--- config.mk ---
export PLATFORM = sky130hd
export DESIGN_NAME = idiv_top
export DESIGN_NICKNAME = d
export VERILOG_FILES = /design/src/verilog/idiv_pkg.sv /design/src/verilog/idiv_controller.sv /design/src/verilog/idiv_datapath.sv /design/src/verilog/idiv_top.sv
export VERILOG_INCLUDE_DIRS = /design/src /design/src/include
export SDC_FILE = /design/constraint.sdc
export NUM_CORES = 1
export LEC_CHECK = 0
export BUFFER_PORTS_ARGS = -buffer_cell sky130_fd_sc_hd__buf_4
export CORE_AREA = 2 2 141 197
export CTS_CLUSTER_DIAMETER = 30
export DETAILED_ROUTE_END_ITERATION = 10
export DIE_AREA = 0 0 143 199
export PLACE_DENSITY = 0.55
export SYNTH_ARGS = -nofsm -noshare
export SYNTH_HDL_FRONTEND = slang
export SYNTH_SLANG_ARGS = --single-unit
--- constraint.sdc ---
create_clock -name clk_i -period 4 [get_ports clk_i]
set_input_delay 0.6 -clock clk_i [delete_from_list [all_inputs] [get_ports clk_i]]
set_output_delay 0.6 -clock clk_i [all_outputs]
set_load 0.1 [all_outputs]
--- src/include/idiv_config.svh ---
// ======================================
// width settings for the iterative divider
// included by the package and by every module that sizes logic from them
// ======================================
`ifndef IDIV_CONFIG_SVH
`define IDIV_CONFIG_SVH

// operand width in bits, any even width works
`define IDIV_WIDTH 32

// one quotient bit per iteration
`define IDIV_ITERS `IDIV_WIDTH

// counter must reach IDIV_ITERS itself
`define IDIV_CNT_W $clog2(`IDIV_ITERS + 1)

`endif

--- src/verilog/idiv_pkg.sv ---
// ======================================
// shared types of the iterative divider
// request and response payloads, the controller to datapath
// bundles and the FSM state encoding
// ======================================
`include "idiv_config.svh"

package idiv_pkg;

    // request taken on v_i / ready_and_o
    typedef struct packed {
        logic [`IDIV_WIDTH-1:0] dividend;
        logic [`IDIV_WIDTH-1:0] divisor;
        logic                   is_signed;
    } div_req_t;

    // result offered on v_o / yumi_i
    typedef struct packed {
        logic [`IDIV_WIDTH-1:0] quotient;
        logic [`IDIV_WIDTH-1:0] remainder;
    } div_resp_t;

    // selects are one-hot: [2] load, [1] adder sum, [0] shift
    typedef struct packed {
        logic       opa_sel;
        logic       opa_ld;
        logic       opa_inv;
        logic       opa_clr_l;
        logic [2:0] opb_sel;
        logic       opb_ld;
        logic       opb_inv;
        logic       opb_clr_l;
        logic [2:0] opc_sel;
        logic       opc_ld;
        logic       latch_signed;
        logic       adder_cin;
    } idiv_ctrl_t;

    // raw flags, all decisions are made in the controller
    typedef struct packed {
        logic zero_divisor;
        logic signed_div_r;
        logic adder_neg;
        logic opa_neg;
        logic opc_neg;
    } idiv_status_t;

    typedef enum logic [3:0] {
        WAIT,
        NEG0,
        NEG1,
        SHIFT,
        CALC,
        REPAIR,
        REMAIN,
        QUOT,
        DONE
    } idiv_state_e;

endpackage

--- src/verilog/idiv_controller.sv ---
// ======================================
// FSM of the iterative divider
// sequences sign correction, the non-restoring iterations,
// remainder repair and the result handshake
// ======================================
`timescale 1ns/1ps
`include "idiv_config.svh"

module idiv_controller
    import idiv_pkg::*;
(
    input  logic         clk_i,
    input  logic         reset_i,
    input  logic         v_i,
    output logic         ready_and_o,
    input  idiv_status_t status_i,
    output idiv_ctrl_t   ctrl_o,
    output logic         v_o,
    input  logic         yumi_i
);

    localparam int unsigned cnt_w = `IDIV_CNT_W;
    localparam logic [cnt_w-1:0] calc_last = cnt_w'(`IDIV_ITERS);

    idiv_state_e      state_r;
    idiv_state_e      state_n;
    logic [cnt_w-1:0] calc_cnt_r;
    logic             calc_done;
    logic             add_neg_last_r;
    logic             q_neg_r;
    logic             r_neg_r;
    logic             neg_ld;
    logic             go_quot;

    // CALC runs IDIV_ITERS + 1 cycles, counter values 0 .. IDIV_ITERS
    assign calc_done = (calc_cnt_r == calc_last);

    // a zero divisor keeps the all-ones quotient unnegated
    assign go_quot = q_neg_r & ~status_i.zero_divisor;

    // ======================================
    // state and sign bookkeeping
    // ======================================
    always_ff @(posedge clk_i) begin
        if (reset_i) begin
            state_r        <= WAIT;
            calc_cnt_r     <= '0;
            add_neg_last_r <= 1'b0;
            q_neg_r        <= 1'b0;
            r_neg_r        <= 1'b0;
        end else begin
            state_r        <= state_n;
            add_neg_last_r <= status_i.adder_neg;

            if ((state_r == CALC) && !calc_done) begin
                calc_cnt_r <= calc_cnt_r + 1'b1;
            end else begin
                calc_cnt_r <= '0;
            end

            // operands still carry their original signs in NEG0
            if (neg_ld) begin
                q_neg_r <= (status_i.opa_neg ^ status_i.opc_neg) & status_i.signed_div_r;
                r_neg_r <= status_i.opc_neg & status_i.signed_div_r;
            end
        end
    end

    // ======================================
    // next state and datapath control
    // ======================================
    always_comb begin
        ctrl_o              = '0;
        ctrl_o.opa_clr_l    = 1'b1;
        ctrl_o.opb_clr_l    = 1'b1;
        ctrl_o.opb_sel      = 3'b001;
        ctrl_o.opc_sel      = 3'b001;
        neg_ld              = 1'b0;
        state_n             = state_r;

        case (state_r)
            WAIT: begin
                ctrl_o.opa_sel = 1'b1;
                ctrl_o.opc_sel = 3'b100;
                if (v_i) begin
                    ctrl_o.opa_ld       = 1'b1;
                    ctrl_o.opc_ld       = 1'b1;
                    ctrl_o.latch_signed = 1'b1;
                    state_n             = NEG0;
                end
            end
            NEG0: begin
                // sum = -opA, kept only for a negative signed divisor
                ctrl_o.opa_inv   = 1'b1;
                ctrl_o.opb_clr_l = 1'b0;
                ctrl_o.adder_cin = 1'b1;
                ctrl_o.opa_ld    = status_i.opa_neg & status_i.signed_div_r;
                // copy the dividend into opB for a possible negation
                ctrl_o.opb_sel   = 3'b100;
                ctrl_o.opb_ld    = 1'b1;
                neg_ld           = 1'b1;
                state_n = (status_i.opc_neg & status_i.signed_div_r) ? NEG1 : SHIFT;
            end
            NEG1: begin
                ctrl_o.opa_clr_l = 1'b0;
                ctrl_o.opb_inv   = 1'b1;
                ctrl_o.adder_cin = 1'b1;
                ctrl_o.opc_sel   = 3'b010;
                ctrl_o.opc_ld    = 1'b1;
                state_n          = SHIFT;
            end
            SHIFT: begin
                // adder gives zero, opB starts empty
                ctrl_o.opa_clr_l = 1'b0;
                ctrl_o.opb_clr_l = 1'b0;
                ctrl_o.opb_ld    = 1'b1;
                ctrl_o.opc_ld    = 1'b1;
                state_n          = CALC;
            end
            CALC: begin
                // subtract after a non-negative result, add after a negative one
                ctrl_o.opa_inv   = ~add_neg_last_r;
                ctrl_o.adder_cin = ~add_neg_last_r;
                ctrl_o.opb_sel   = calc_done ? 3'b010 : 3'b001;
                ctrl_o.opb_ld    = 1'b1;
                ctrl_o.opc_ld    = 1'b1;
                if (calc_done) begin
                    state_n = status_i.adder_neg ? REPAIR : REMAIN;
                end
            end
            REPAIR: begin
                ctrl_o.opb_sel = 3'b010;
                ctrl_o.opb_ld  = 1'b1;
                state_n        = REMAIN;
            end
            REMAIN: begin
                ctrl_o.opa_clr_l = 1'b0;
                ctrl_o.opb_inv   = r_neg_r;
                ctrl_o.adder_cin = r_neg_r;
                if (go_quot) begin
                    // park the fixed remainder in opC, quotient moves to opB
                    ctrl_o.opc_sel = 3'b010;
                    ctrl_o.opc_ld  = 1'b1;
                    ctrl_o.opb_sel = 3'b100;
                    ctrl_o.opb_ld  = 1'b1;
                    state_n        = QUOT;
                end else begin
                    ctrl_o.opb_sel = 3'b010;
                    ctrl_o.opb_ld  = 1'b1;
                    state_n        = DONE;
                end
            end
            QUOT: begin
                // swap back while negating, opC gets -quotient, opB the remainder
                ctrl_o.opa_clr_l = 1'b0;
                ctrl_o.opb_inv   = 1'b1;
                ctrl_o.adder_cin = 1'b1;
                ctrl_o.opc_sel   = 3'b010;
                ctrl_o.opc_ld    = 1'b1;
                ctrl_o.opb_sel   = 3'b100;
                ctrl_o.opb_ld    = 1'b1;
                state_n          = DONE;
            end
            DONE: begin
                if (yumi_i) begin
                    state_n = WAIT;
                end
            end
            default: begin
                state_n = WAIT;
            end
        endcase
    end

    assign ready_and_o = (state_r == WAIT);
    assign v_o         = (state_r == DONE);

endmodule

--- src/verilog/idiv_datapath.sv ---
// ======================================
// datapath of the iterative divider
// three operand registers one bit wider than the operands,
// one shared inverting adder, raw flags for the controller
// ======================================
`timescale 1ns/1ps
`include "idiv_config.svh"

module idiv_datapath
    import idiv_pkg::*;
(
    input  logic         clk_i,
    input  div_req_t     req_i,
    input  idiv_ctrl_t   ctrl_i,
    output idiv_status_t status_o,
    output div_resp_t    resp_o
);

    localparam int unsigned w = `IDIV_WIDTH;

    // opA divisor, opB partial remainder, opC dividend then quotient
    logic [w:0] opa_r;
    logic [w:0] opb_r;
    logic [w:0] opc_r;
    logic [w:0] opa_n;
    logic [w:0] opb_n;
    logic [w:0] opc_n;
    logic [w:0] divisor_ext;
    logic [w:0] dividend_ext;
    logic [w:0] add_a;
    logic [w:0] add_b;
    logic [w:0] sum;
    logic       signed_div_r;

    // extend by one bit so that the most negative value negates cleanly
    assign divisor_ext  = {req_i.is_signed & req_i.divisor[w-1], req_i.divisor};
    assign dividend_ext = {req_i.is_signed & req_i.dividend[w-1], req_i.dividend};

    // ======================================
    // shared adder
    // ======================================
    assign add_a = (opa_r ^ {(w+1){ctrl_i.opa_inv}}) & {(w+1){ctrl_i.opa_clr_l}};
    assign add_b = (opb_r ^ {(w+1){ctrl_i.opb_inv}}) & {(w+1){ctrl_i.opb_clr_l}};
    assign sum   = add_a + add_b + {{w{1'b0}}, ctrl_i.adder_cin};

    // ======================================
    // register input selects
    // ======================================
    assign opa_n = ctrl_i.opa_sel ? divisor_ext : sum;

    // shift brings in the next dividend bit from the top of opC
    assign opb_n = ({(w+1){ctrl_i.opb_sel[2]}} & opc_r)
                 | ({(w+1){ctrl_i.opb_sel[1]}} & sum)
                 | ({(w+1){ctrl_i.opb_sel[0]}} & {sum[w-1:0], opc_r[w]});

    // quotient bit is set when the new partial remainder is non-negative
    assign opc_n = ({(w+1){ctrl_i.opc_sel[2]}} & dividend_ext)
                 | ({(w+1){ctrl_i.opc_sel[1]}} & sum)
                 | ({(w+1){ctrl_i.opc_sel[0]}} & {opc_r[w-1:0], ~sum[w]});

    always_ff @(posedge clk_i) begin
        if (ctrl_i.opa_ld) begin
            opa_r <= opa_n;
        end
        if (ctrl_i.opb_ld) begin
            opb_r <= opb_n;
        end
        if (ctrl_i.opc_ld) begin
            opc_r <= opc_n;
        end
        if (ctrl_i.latch_signed) begin
            signed_div_r <= req_i.is_signed;
        end
    end

    // ======================================
    // flags and result
    // ======================================
    assign status_o.zero_divisor = ~|opa_r;
    assign status_o.signed_div_r = signed_div_r;
    assign status_o.adder_neg    = sum[w];
    assign status_o.opa_neg      = opa_r[w];
    assign status_o.opc_neg      = opc_r[w];

    assign resp_o.quotient  = opc_r[w-1:0];
    assign resp_o.remainder = opb_r[w-1:0];

endmodule

--- src/verilog/idiv_top.sv ---
// ======================================
// iterative integer divider, top level
// requests on v_i / ready_and_o, results on v_o / yumi_i
// ======================================
`timescale 1ns/1ps

module idiv_top
    import idiv_pkg::*;
(
    input  logic      clk_i,
    input  logic      reset_i,
    input  logic      v_i,
    input  div_req_t  req_i,
    output logic      ready_and_o,
    output logic      v_o,
    output div_resp_t resp_o,
    input  logic      yumi_i
);

    idiv_ctrl_t   ctrl;
    idiv_status_t status;

    idiv_controller u_controller (
        .clk_i       (clk_i),
        .reset_i     (reset_i),
        .v_i         (v_i),
        .ready_and_o (ready_and_o),
        .status_i    (status),
        .ctrl_o      (ctrl),
        .v_o         (v_o),
        .yumi_i      (yumi_i)
    );

    // result registers drive resp_o with no extra stage
    idiv_datapath u_datapath (
        .clk_i    (clk_i),
        .req_i    (req_i),
        .ctrl_i   (ctrl),
        .status_o (status),
        .resp_o   (resp_o)
    );

endmodule

==> flow_metrics.py, run 1 <==
metrics = {
    "timing": {
        "tightest_slew_ps": 1190,
        "finClkSkew_ps": 12.7,
        "timing.final.crit_period_ps": 3950,
        "slew_headroom_pct": 20.4,
        "fin_crit_sh_pct": 98.7,
        "hold_viol": 0,
        "rsz0062_at_grt": "true",
        "setup_viol": 0,
        "tns_ps": 0,
        "finalMaxSlewViolations": 0,
        "timing.hold.ws_ps": 371,
        "fmax_mhz": 253,
        "fin_ws_ps": 51.1,
    },
    "setup_path": {
        "reg2reg_slack_ps": 50,
        "critPathLaunchType": "flop",
        "crit_fanout": 4,
        "crit_buf_inv": 1,
        "worstRegToRegCells": 17,
        "cp_slowest_cell": "or3b_4",
        "crit_cells": 17,
        "worstPathRequired_ps": 4270,
        "arrival_ps": 4220,
        "cp_slowest_stage_delay_ps": 410,
        "crit_path_frequent_cell": "fa_2",
        "endpoint_kind": "flop",
        "critPathKind": "flop to flop",
        "path_delay_family": "compound AO/OA/AOI/OAI gates",
        "cp_cell_sequence": "nand2b_4, o21ai_1, nand2_2, xnor2_1, nand2_1, fa_2, inv_2, fa_2, a21o_1, a221o_1, a21oi_4, nand3_4, a211oi_4, and2b_2, or4_4, or3b_4, o221ai_2",
    },
    "floorplan": {
        "die_h_um": 199,
        "fp.dieW_um": 143,
        "start_util_pct": 29.5,
        "rows": 71,
        "ioPinCount": 135,
        "dieArea_sq_um": 28500,
        "fp.coreArea_sq_um": 26700,
    },
    "routing": {
        "vias": 7263,
        "route.antenna.remaining_nets": 0,
        "drt_iter0_drc": 611,
        "routedWlPerCell_um": 19.4,
        "drc_errors": 0,
        "wl_mm": 27.3,
        "firstDrtPassIters": 7,
        "vias_per_cell": 5.16,
    },
    "clocking": {
        "cts_tree": "done",
        "clkLatencyLatePin_ps": 430,
        "cts_buffer_depth": 2,
        "numCtsBuffers": 17,
        "clock_tree.root_cell": "clkbuf_16",
        "cts_hold_buf": 0,
        "clk_pin_slew_worst_paths_ps": 60,
        "htree_num_levels": 4,
        "numClockSinks": 113,
    },
    "yosys": {
        "synth_area_leaders": "edfxtp_1 (38%), xnor2_1 (5.8%), nor2_1 (5.7%)",
        "seq_area_frac_synth_pct": 41.4,
        "ys_types": 63,
        "post-synth-top-area-cell": "edfxtp_1",
        "syn_nets": 960,
        "netlist_instances": 856,
        "ys_async_sr_fraction_pct": 0,
        "yosys_warnings": 0,
        "synth_edf_count": 100,
        "synth_top_area_share_pct": 38.1,
        "syn_area_per_cell_sq_um": 9.21,
        "syn_area_sq_um": 7890,
        "ys.flop_type": "edfxtp_1",
        "ys_ff_latch": 113,
    },
    "grt": {
        "antenna_found_initial": 0,
        "grt_overflow": 0,
        "grt_pass1_vias": 7322,
        "track_usage_pct": 19.0,
        "grt_pass1_wl_mm": 40.8,
        "grt_max_degree": 88,
    },
    "final_layout": {
        "mostFrequentLayoutCells": "buf_4 (218), nor2_1 (114), edfxtp_1 (100)",
        "final_core_utilization_pct": 39.4,
        "final_common_cell": "buf_4",
        "drive_gt1_share_pct": 29.1,
        "nNetsFinal": 1133,
        "syn2layout_area_growth_pct": 33.5,
        "diodes": 0,
    },
    "min_path": {
        "min_path_cells": 1,
        "hold_class": "input pin to flop",
    },
    "placement": {
        "dpl.hpwl_mm": 19.8,
        "io_buffers": 134,
        "gp_congestion": 0.828,
        "pre_cts_ws_ps": -31.5,
    },
    "run": {
        "maxCapViolCount": 0,
    },
    "status": {
        "status": "completed",
    },
}
==> timing repair <==
action / CTS / global route
gates resized for setup: 4 / 34
pin swaps: 2 / 18
gates cloned: 0 / 1
setup buffers: 3 / 11
endpoints found under the setup margin: 5 / 50
==> layer usage <==
metal / vias to the layer above / part of all wire, % / global-route usage, %
li1: 3447 / - / -
met1: 3587 / 40 / 22.0
met2: 177 / 53 / 34.0
met3: 52 / 4.1 / 3.03
met4: 0 / 3.5 / 8.84
met5: - / 0 / 0
==> layout make-up <==
class,instances,area (sq um)
tap,365,457
clock inverter,13,144
sequential,113,3270
clock buffer,19,433
inverter,19,71.3
fill,2705,16200
multi-input combinational,649,4320
timing repair buffer,229,1840
==> synthesized netlist by cell type, types with 3 or more instances <==
| library cell | count |
|---|---|
| buf_4 | 32 |
| nand2b_1 | 7 |
| o22ai_1 | 3 |
| nor2b_1 | 6 |
| o221ai_1 | 21 |
| o21ai_0 | 74 |
| a2111oi_0 | 3 |
| a221o_1 | 11 |
| clkbuf_1 | 38 |
| dfxtp_1 | 13 |
| and3_1 | 3 |
| ha_1 | 33 |
| a31oi_1 | 5 |
| nand3_1 | 10 |
| xor2_1 | 48 |
| a222oi_1 | 5 |
| buf_1 | 4 |
| inv_1 | 17 |
| nor2_1 | 120 |
| a22oi_1 | 27 |
| nor4_1 | 7 |
| xnor2_1 | 52 |
| or2_2 | 3 |
| edfxtp_1 | 100 |
| a21o_1 | 17 |
| nand4_1 | 4 |
| a211oi_1 | 6 |
| or3_1 | 5 |
| nand2_1 | 88 |
| and2_1 | 5 |
| a21oi_1 | 41 |
| o21ai_1 | 5 |
| o21bai_1 | 4 |
==> path summary, 6_finish.rpt <==
path	startpoint	end
min	req_i[0]	u_datapath.signed_div_r
max	u_controller.state_r[0]	u_datapath.opb_r[30]
min reg2reg	u_controller.calc_cnt_r[0]	u_controller.calc_cnt_r[0]
max reg2reg	u_controller.state_r[0]	u_datapath.opb_r[30]
==> registers in the layout, indices dropped and copies added, names as in the netlist <==
signal	cells
u_datapath.opb_r	33
u_controller.q_neg_r	1
u_controller.add_neg_last_r	1
u_controller.state_r	4
u_controller.calc_cnt_r	6
u_datapath.signed_div_r	1
u_controller.r_neg_r	1
u_datapath.opc_r	33
u_datapath.opa_r	33
==> logic make-up (layout without fill, tap and decap cells) <==
| group | after synthesis | count (layout) | synth area share (%) |
|---|---|---|---|
| XOR/XNOR | 100 | 100 | 11.1 |
| AND/OR/NAND/NOR | 268 | 268 | 14.7 |
| flip-flops | 113 | 113 | 41.4 |
| adder cells (fa/ha/maj) | 35 | 35 | 5.74 |
| buffers and inverters | 94 | 280 | 6.01 |
| multiplexers | 1 | 1 | 0.127 |
| AO/OA/AOI/OAI | 245 | 245 | 20.9 |
==> stage by stage <==
step / cell area [sq um] / cells
after global placement: 9660 / 1360
after CTS: 10300 / 1395
after global routing: 10500 / 1407
after detailed placement: 9660 / 1360
final: 10500 / 1407
after floorplan: 7900 / 856
Power of run 1 is not shown: default switching activity piles up to over one toggle a cycle in this logic, so the estimate is an artifact.
==> run 2, diff against run 1 <==
Settings changed: CORE_AREA 2 2 141 197 to 2 2 110 154, DIE_AREA 0 0 143 199 to 0 0 112 156, PLACE_DENSITY 0.55 to 0.8.
==> run 2 against run 1 <==
First-iteration DRC count increased by 11%; final area decreased by 4.0%; clock-buffer cell count decreased by 1; critical path depth decreased by 1; die area decreased by 39%; sequential share of layout area increased by 1.3 points; worst setup slack got worse by 1.7 ps; core utilization increased by 23 points; global-route usage increased by 8.8 points.
==> flow_metrics.py, run 2 (synthesized netlist as in run 1, its figures left out) <==
metrics = {
    "final_layout": {
        "nNetsFinal": 1122,
        "diodes": 0,
        "fin_cells": 1230,
        "syn2layout_area_growth_pct": 28.1,
        "final_common_cell": "buf_4",
        "reg_top3": "u_datapath.opa_r (33), u_datapath.opb_r (33), u_datapath.opc_r (33)",
        "drive_gt1_share_pct": 27.9,
        "nFillCells": 1355,
        "mostFrequentLayoutCells": "buf_4 (214), nor2_1 (112), edfxtp_1 (100)",
    },
    "clocking": {
        "cts_hold_buf": 0,
        "htree_num_levels": 4,
        "cts_tree": "done",
        "numCtsBuffers": 17,
        "clk_pin_slew_worst_paths_ps": 60,
        "cts_buffer_depth": 2,
        "clock_tree.root_cell": "clkbuf_16",
        "numClockSinks": 113,
        "clkLatencyLatePin_ps": 430,
    },
    "timing": {
        "fin_crit_sh_pct": 98.8,
        "tightest_slew_ps": 1270,
        "rsz0062_at_grt": "true",
        "slew_headroom_pct": 15.5,
        "setup_viol": 0,
        "timing.final.crit_period_ps": 3950,
        "hold_viol": 0,
        "finClkSkew_ps": 8.89,
        "fmax_mhz": 253,
        "finalMaxSlewViolations": 0,
    },
    "min_path": {
        "min_to": "u_datapath.signed_div_r",
        "hp-start": "req_i[0]",
        "min_path_cells": 1,
        "hold_class": "input pin to flop",
    },
    "setup_path": {
        "critPathKind": "flop to flop",
        "critPathLaunchType": "flop",
        "endpoint_kind": "flop",
        "worstRegToRegCells": 16,
        "crit_fanout": 9,
        "arrival_ps": 4230,
        "reg2reg_slack_ps": 50,
        "r2r_end": "u_datapath.opb_r[31]",
        "worstPathRequired_ps": 4280,
        "r2r_start": "u_controller.state_r[0]",
    },
    "floorplan": {
        "ioPinCount": 135,
        "rows": 55,
        "fp.coreArea_sq_um": 16100,
        "fp.dieW_um": 112,
        "die_h_um": 156,
        "dieArea_sq_um": 17500,
        "start_util_pct": 49.0,
    },
    "placement": {
        "io_buffers": 134,
        "dpl.hpwl_mm": 17.7,
        "gp_congestion": 0.921,
        "numPlacedInstances": 1191,
    },
    "routing": {
        "drc_errors": 0,
        "vias_per_cell": 6.04,
        "wl_mm": 24.8,
        "route.antenna.remaining_nets": 0,
        "firstDrtPassIters": 7,
        "routedWlPerCell_um": 20.2,
        "drt_iter0_drc": 676,
        "vias": 7428,
    },
    "status": {
        "status": "completed",
    },
    "grt": {
        "grt_overflow": 0,
        "antenna_found_initial": 0,
        "grt_pass1_vias": 7345,
        "track_usage_pct": 27.8,
        "grt_max_degree": 50,
        "grt_pass1_wl_mm": 37.8,
    },
    "run": {
        "maxCapViolCount": 0,
    },
}
run 2: cell count changes in the layout (fill, tap and decap cells not counted), sizes merged:
cell | previous run | this run
clkinv | 8 | 9
inv | 18 | 19
clkbuf | 20 | 18
buf | 228 | 218
bufinv | 3 | 2
run 2: cell type report:
type	count	area, sq um	area share (%)
clock buffer	18	429	4.25
tap	199	249	2.46
inverter	19	71.3	0.706
timing repair buffer	218	1670	16.6
multi-input combinational	649	4270	42.3
clock inverter	14	141	1.40
sequential	113	3270	32.3
run 2: metal layers:
metal  wire, um  track usage [%]
met3       1800             4.27
met4       1040             14.9
met1       9390             33.0
met5          0                0
met2      12600             48.3
run 2: what timing repair did:
item	4_1_cts	5_1_grt
pin swaps	1	17
endpoints found under the setup margin	6	48
gates resized for setup	4	26
buffers inserted	1	6
run 2: how the worst max path moves through the flow:
stage	from	to	depth (start not counted)
4_1_cts	u_controller.state_r[0]	u_datapath.opb_r[30]	16
3_5_place_dp	u_controller.state_r[0]	u_datapath.opc_r[0]	16
3_3_place_gp	u_controller.state_r[0]	u_datapath.opb_r[30]	16
2_1_floorplan	u_controller.state_r[0]	u_datapath.opb_r[20]	18
6_report	u_controller.state_r[0]	u_datapath.opb_r[31]	16
5_1_grt	u_controller.state_r[0]	u_datapath.opb_r[31]	17
run 2: stage by stage:
step	setup slack (ps)	util (%)	setup TNS (ps)	area, sq um	hold WS (ps)
floorplan	34.3	-	0	7900	430
CTS	25.5	61.9	0	9970	364
detailed placement	-26.0	58.2	-40.9	9370	458
global placement	68.5	58.2	0	9370	448
finish	49.5	62.7	0	10100	376
global route	-134	62.7	-1230	10100	375
run 2: critical path: stages (launching register included):
cell and delay (ps):
dfxtp_2 360, nand2b_4 160, nor2_2 50, nor3_4 260, buf_6 200, xnor2_1 140
nor2_1 70, ha_1 320, a2111o_1 370, a221o_1 320, a21oi_4 190, nand3_4 120
a211oi_4 340, and2b_2 230, or4_1 110, or3b_4 410, o211ai_2 170
Power of run 2 is left out for the same reason.
==> run 3, diff against run 2 <==
Settings changed: PLACE_DENSITY 0.8 to not set, PLACE_DENSITY_LB_ADDON set to 0.05, SLEW_MARGIN set to 30.
==> run 3 against run 2 <==
Worst hold slack better by 1.4 ps; highest routed layer unchanged; critical path depth is 3 higher; cell count rose by 3.8%; register-to-register slack better by 80 ps.
==> flow_metrics.py, run 3 (synthesized netlist as in run 1, its figures left out) <==
metrics = {
    "clocking": {
        "htree_num_levels": 4,
        "numClockSinks": 113,
        "numCtsBuffers": 17,
        "clock_tree.root_cell": "clkbuf_16",
        "cts_tree": "done",
        "cts_buffer_depth": 2,
        "clkLatencyLatePin_ps": 430,
        "clk_pin_slew_worst_paths_ps": 60,
    },
    "grt": {
        "grt_pass1_wl_mm": 40.9,
        "grt_max_degree": 50,
        "antenna_found_initial": 0,
        "track_usage_pct": 30.4,
        "grt_pass1_vias": 7645,
        "grt_overflow": 0,
    },
    "floorplan": {
        "dieArea_sq_um": 17500,
        "start_util_pct": 49.0,
        "fp.coreArea_sq_um": 16100,
        "die_h_um": 156,
        "rows": 55,
        "ioPinCount": 135,
        "fp.dieW_um": 112,
    },
    "setup_path": {
        "worstPathRequired_ps": 4160,
        "cp_slowest_cell": "or4_1",
        "crit_buf_inv": 5,
        "cp_slowest_stage_delay_ps": 510,
        "cp_cell_sequence": "buf_6, nor2b_4, nor3_2, buf_4, buf_12, buf_12, buf_12, xnor2_1, nor2_1, ha_1, nand2_1, nor2_2, and2_4, and4_4, a211oi_4, and2b_2, or4_1, or3b_4, o221ai_2",
        "critPathLaunchType": "flop",
        "arrival_ps": 4030,
        "crit_fanout": 8,
        "endpoint_kind": "flop",
        "crit_path_frequent_cell": "buf_12",
        "critPathKind": "flop to flop",
        "path_delay_family": "simple AND/OR/NAND/NOR gates",
    },
    "final_layout": {
        "reg_top3": "u_datapath.opa_r (33), u_datapath.opb_r (33), u_datapath.opc_r (33)",
        "nNetsFinal": 1169,
        "diodes": 0,
        "syn2layout_area_growth_pct": 34.5,
        "drive_gt1_share_pct": 32.0,
        "nFillCells": 1349,
        "mostFrequentLayoutCells": "buf_4 (251), nor2_1 (111), edfxtp_1 (100)",
        "final_common_cell": "buf_4",
    },
    "timing": {
        "timing.final.crit_period_ps": 3870,
        "fmax_mhz": 258,
        "hold_viol": 0,
        "tightest_slew_ps": 1010,
        "setup_viol": 0,
        "tns_ps": 0,
        "fin_crit_sh_pct": 96.8,
        "slew_headroom_pct": 32.2,
        "finClkSkew_ps": 9.68,
        "rsz0062_at_grt": "true",
        "finalMaxSlewViolations": 0,
    },
    "min_path": {
        "hold_class": "input pin to flop",
    },
    "status": {
        "status": "completed",
    },
    "routing": {
        "drc_errors": 0,
        "vias_per_cell": 5.85,
        "firstDrtPassIters": 5,
        "routedWlPerCell_um": 20.8,
        "route.antenna.remaining_nets": 0,
        "drt_iter0_drc": 556,
        "vias": 7476,
        "wl_mm": 26.6,
    },
    "placement": {
        "gp_congestion": 1.00,
        "io_buffers": 134,
        "dpl.hpwl_mm": 19.3,
    },
    "run": {
        "maxCapViolCount": 0,
    },
}
-- run 3: cell types whose count changed in the layout (fill, tap and decap cells not counted), sizes merged --
cell    change
clkinv      +1
buf        +47
inv         -1
bufinv      -1
clkbuf      +1
-- run 3: metrics by stage --
step / hold WS [ps] / instances / setup slack [ps] / utilization (%) / cell area (sq um)
after floorplan: 430 / 856 / 34.3 / - / 7900
after global placement: 445 / 1226 / 28.8 / 60.1 / 9680
after detailed placement: 458 / 1228 / -97.0 / 60.5 / 9740
after CTS: 362 / 1260 / 5.58 / 64.1 / 10300
after global routing: 370 / 1277 / -66.2 / 65.9 / 10600
final: 377 / 1277 / 126 / 65.9 / 10600
-- run 3: worst register-to-register path, delay by kind of cell, from the launching register on --
kind / cells / cell delay, ps
AOI/OAI and AO/OA: 2 / 180
buffers and inverters: 5 / 660
adders and majority gates: 1 / 320
xor gates and xnor gates: 1 / 180
DFF: 1 / 350
and+or+nand+nor: 10 / 1920
-- run 3: layout make-up --
| cell class | count | area (sq um) | area share [%] |
|---|---|---|---|
| multi-input combinational | 649 | 4360 | 41.1 |
| sequential | 113 | 3270 | 30.8 |
| clock inverter | 13 | 96.3 | 0.908 |
| tap | 199 | 249 | 2.35 |
| clock buffer | 19 | 433 | 4.08 |
| inverter | 19 | 71.3 | 0.672 |
| timing repair buffer | 265 | 2130 | 20.1 |
-- run 3: repair_timing --
action,CTS,global route
buffers inserted,0,16
endpoints found under the setup margin,13,40
pin swaps,3,30
resized for setup,11,40
hold buffers,0,0
-- run 3: final timing paths --
check / slack, ps / endpoint / start / depth (start not counted)
max: 130 / u_datapath.opb_r[30] / u_controller.state_r[0] / 19
min: 380 / u_datapath.signed_div_r / req_i[0] / 1
max reg2reg: 130 / u_datapath.opb_r[30] / u_controller.state_r[0] / 19
min reg2reg: 460 / u_controller.calc_cnt_r[0] / u_controller.calc_cnt_r[0] / 1
-- run 3: metal layers --
layer	vias to the layer above	GRT usage [%]	routed length (um)
met5	-	0	0
met4	0	13.8	933
met3	63	5.71	1690
met2	326	53.3	13500
met1	3563	36.2	10500
li1	3524	-	-
Power of run 3 is left out for the same reason.
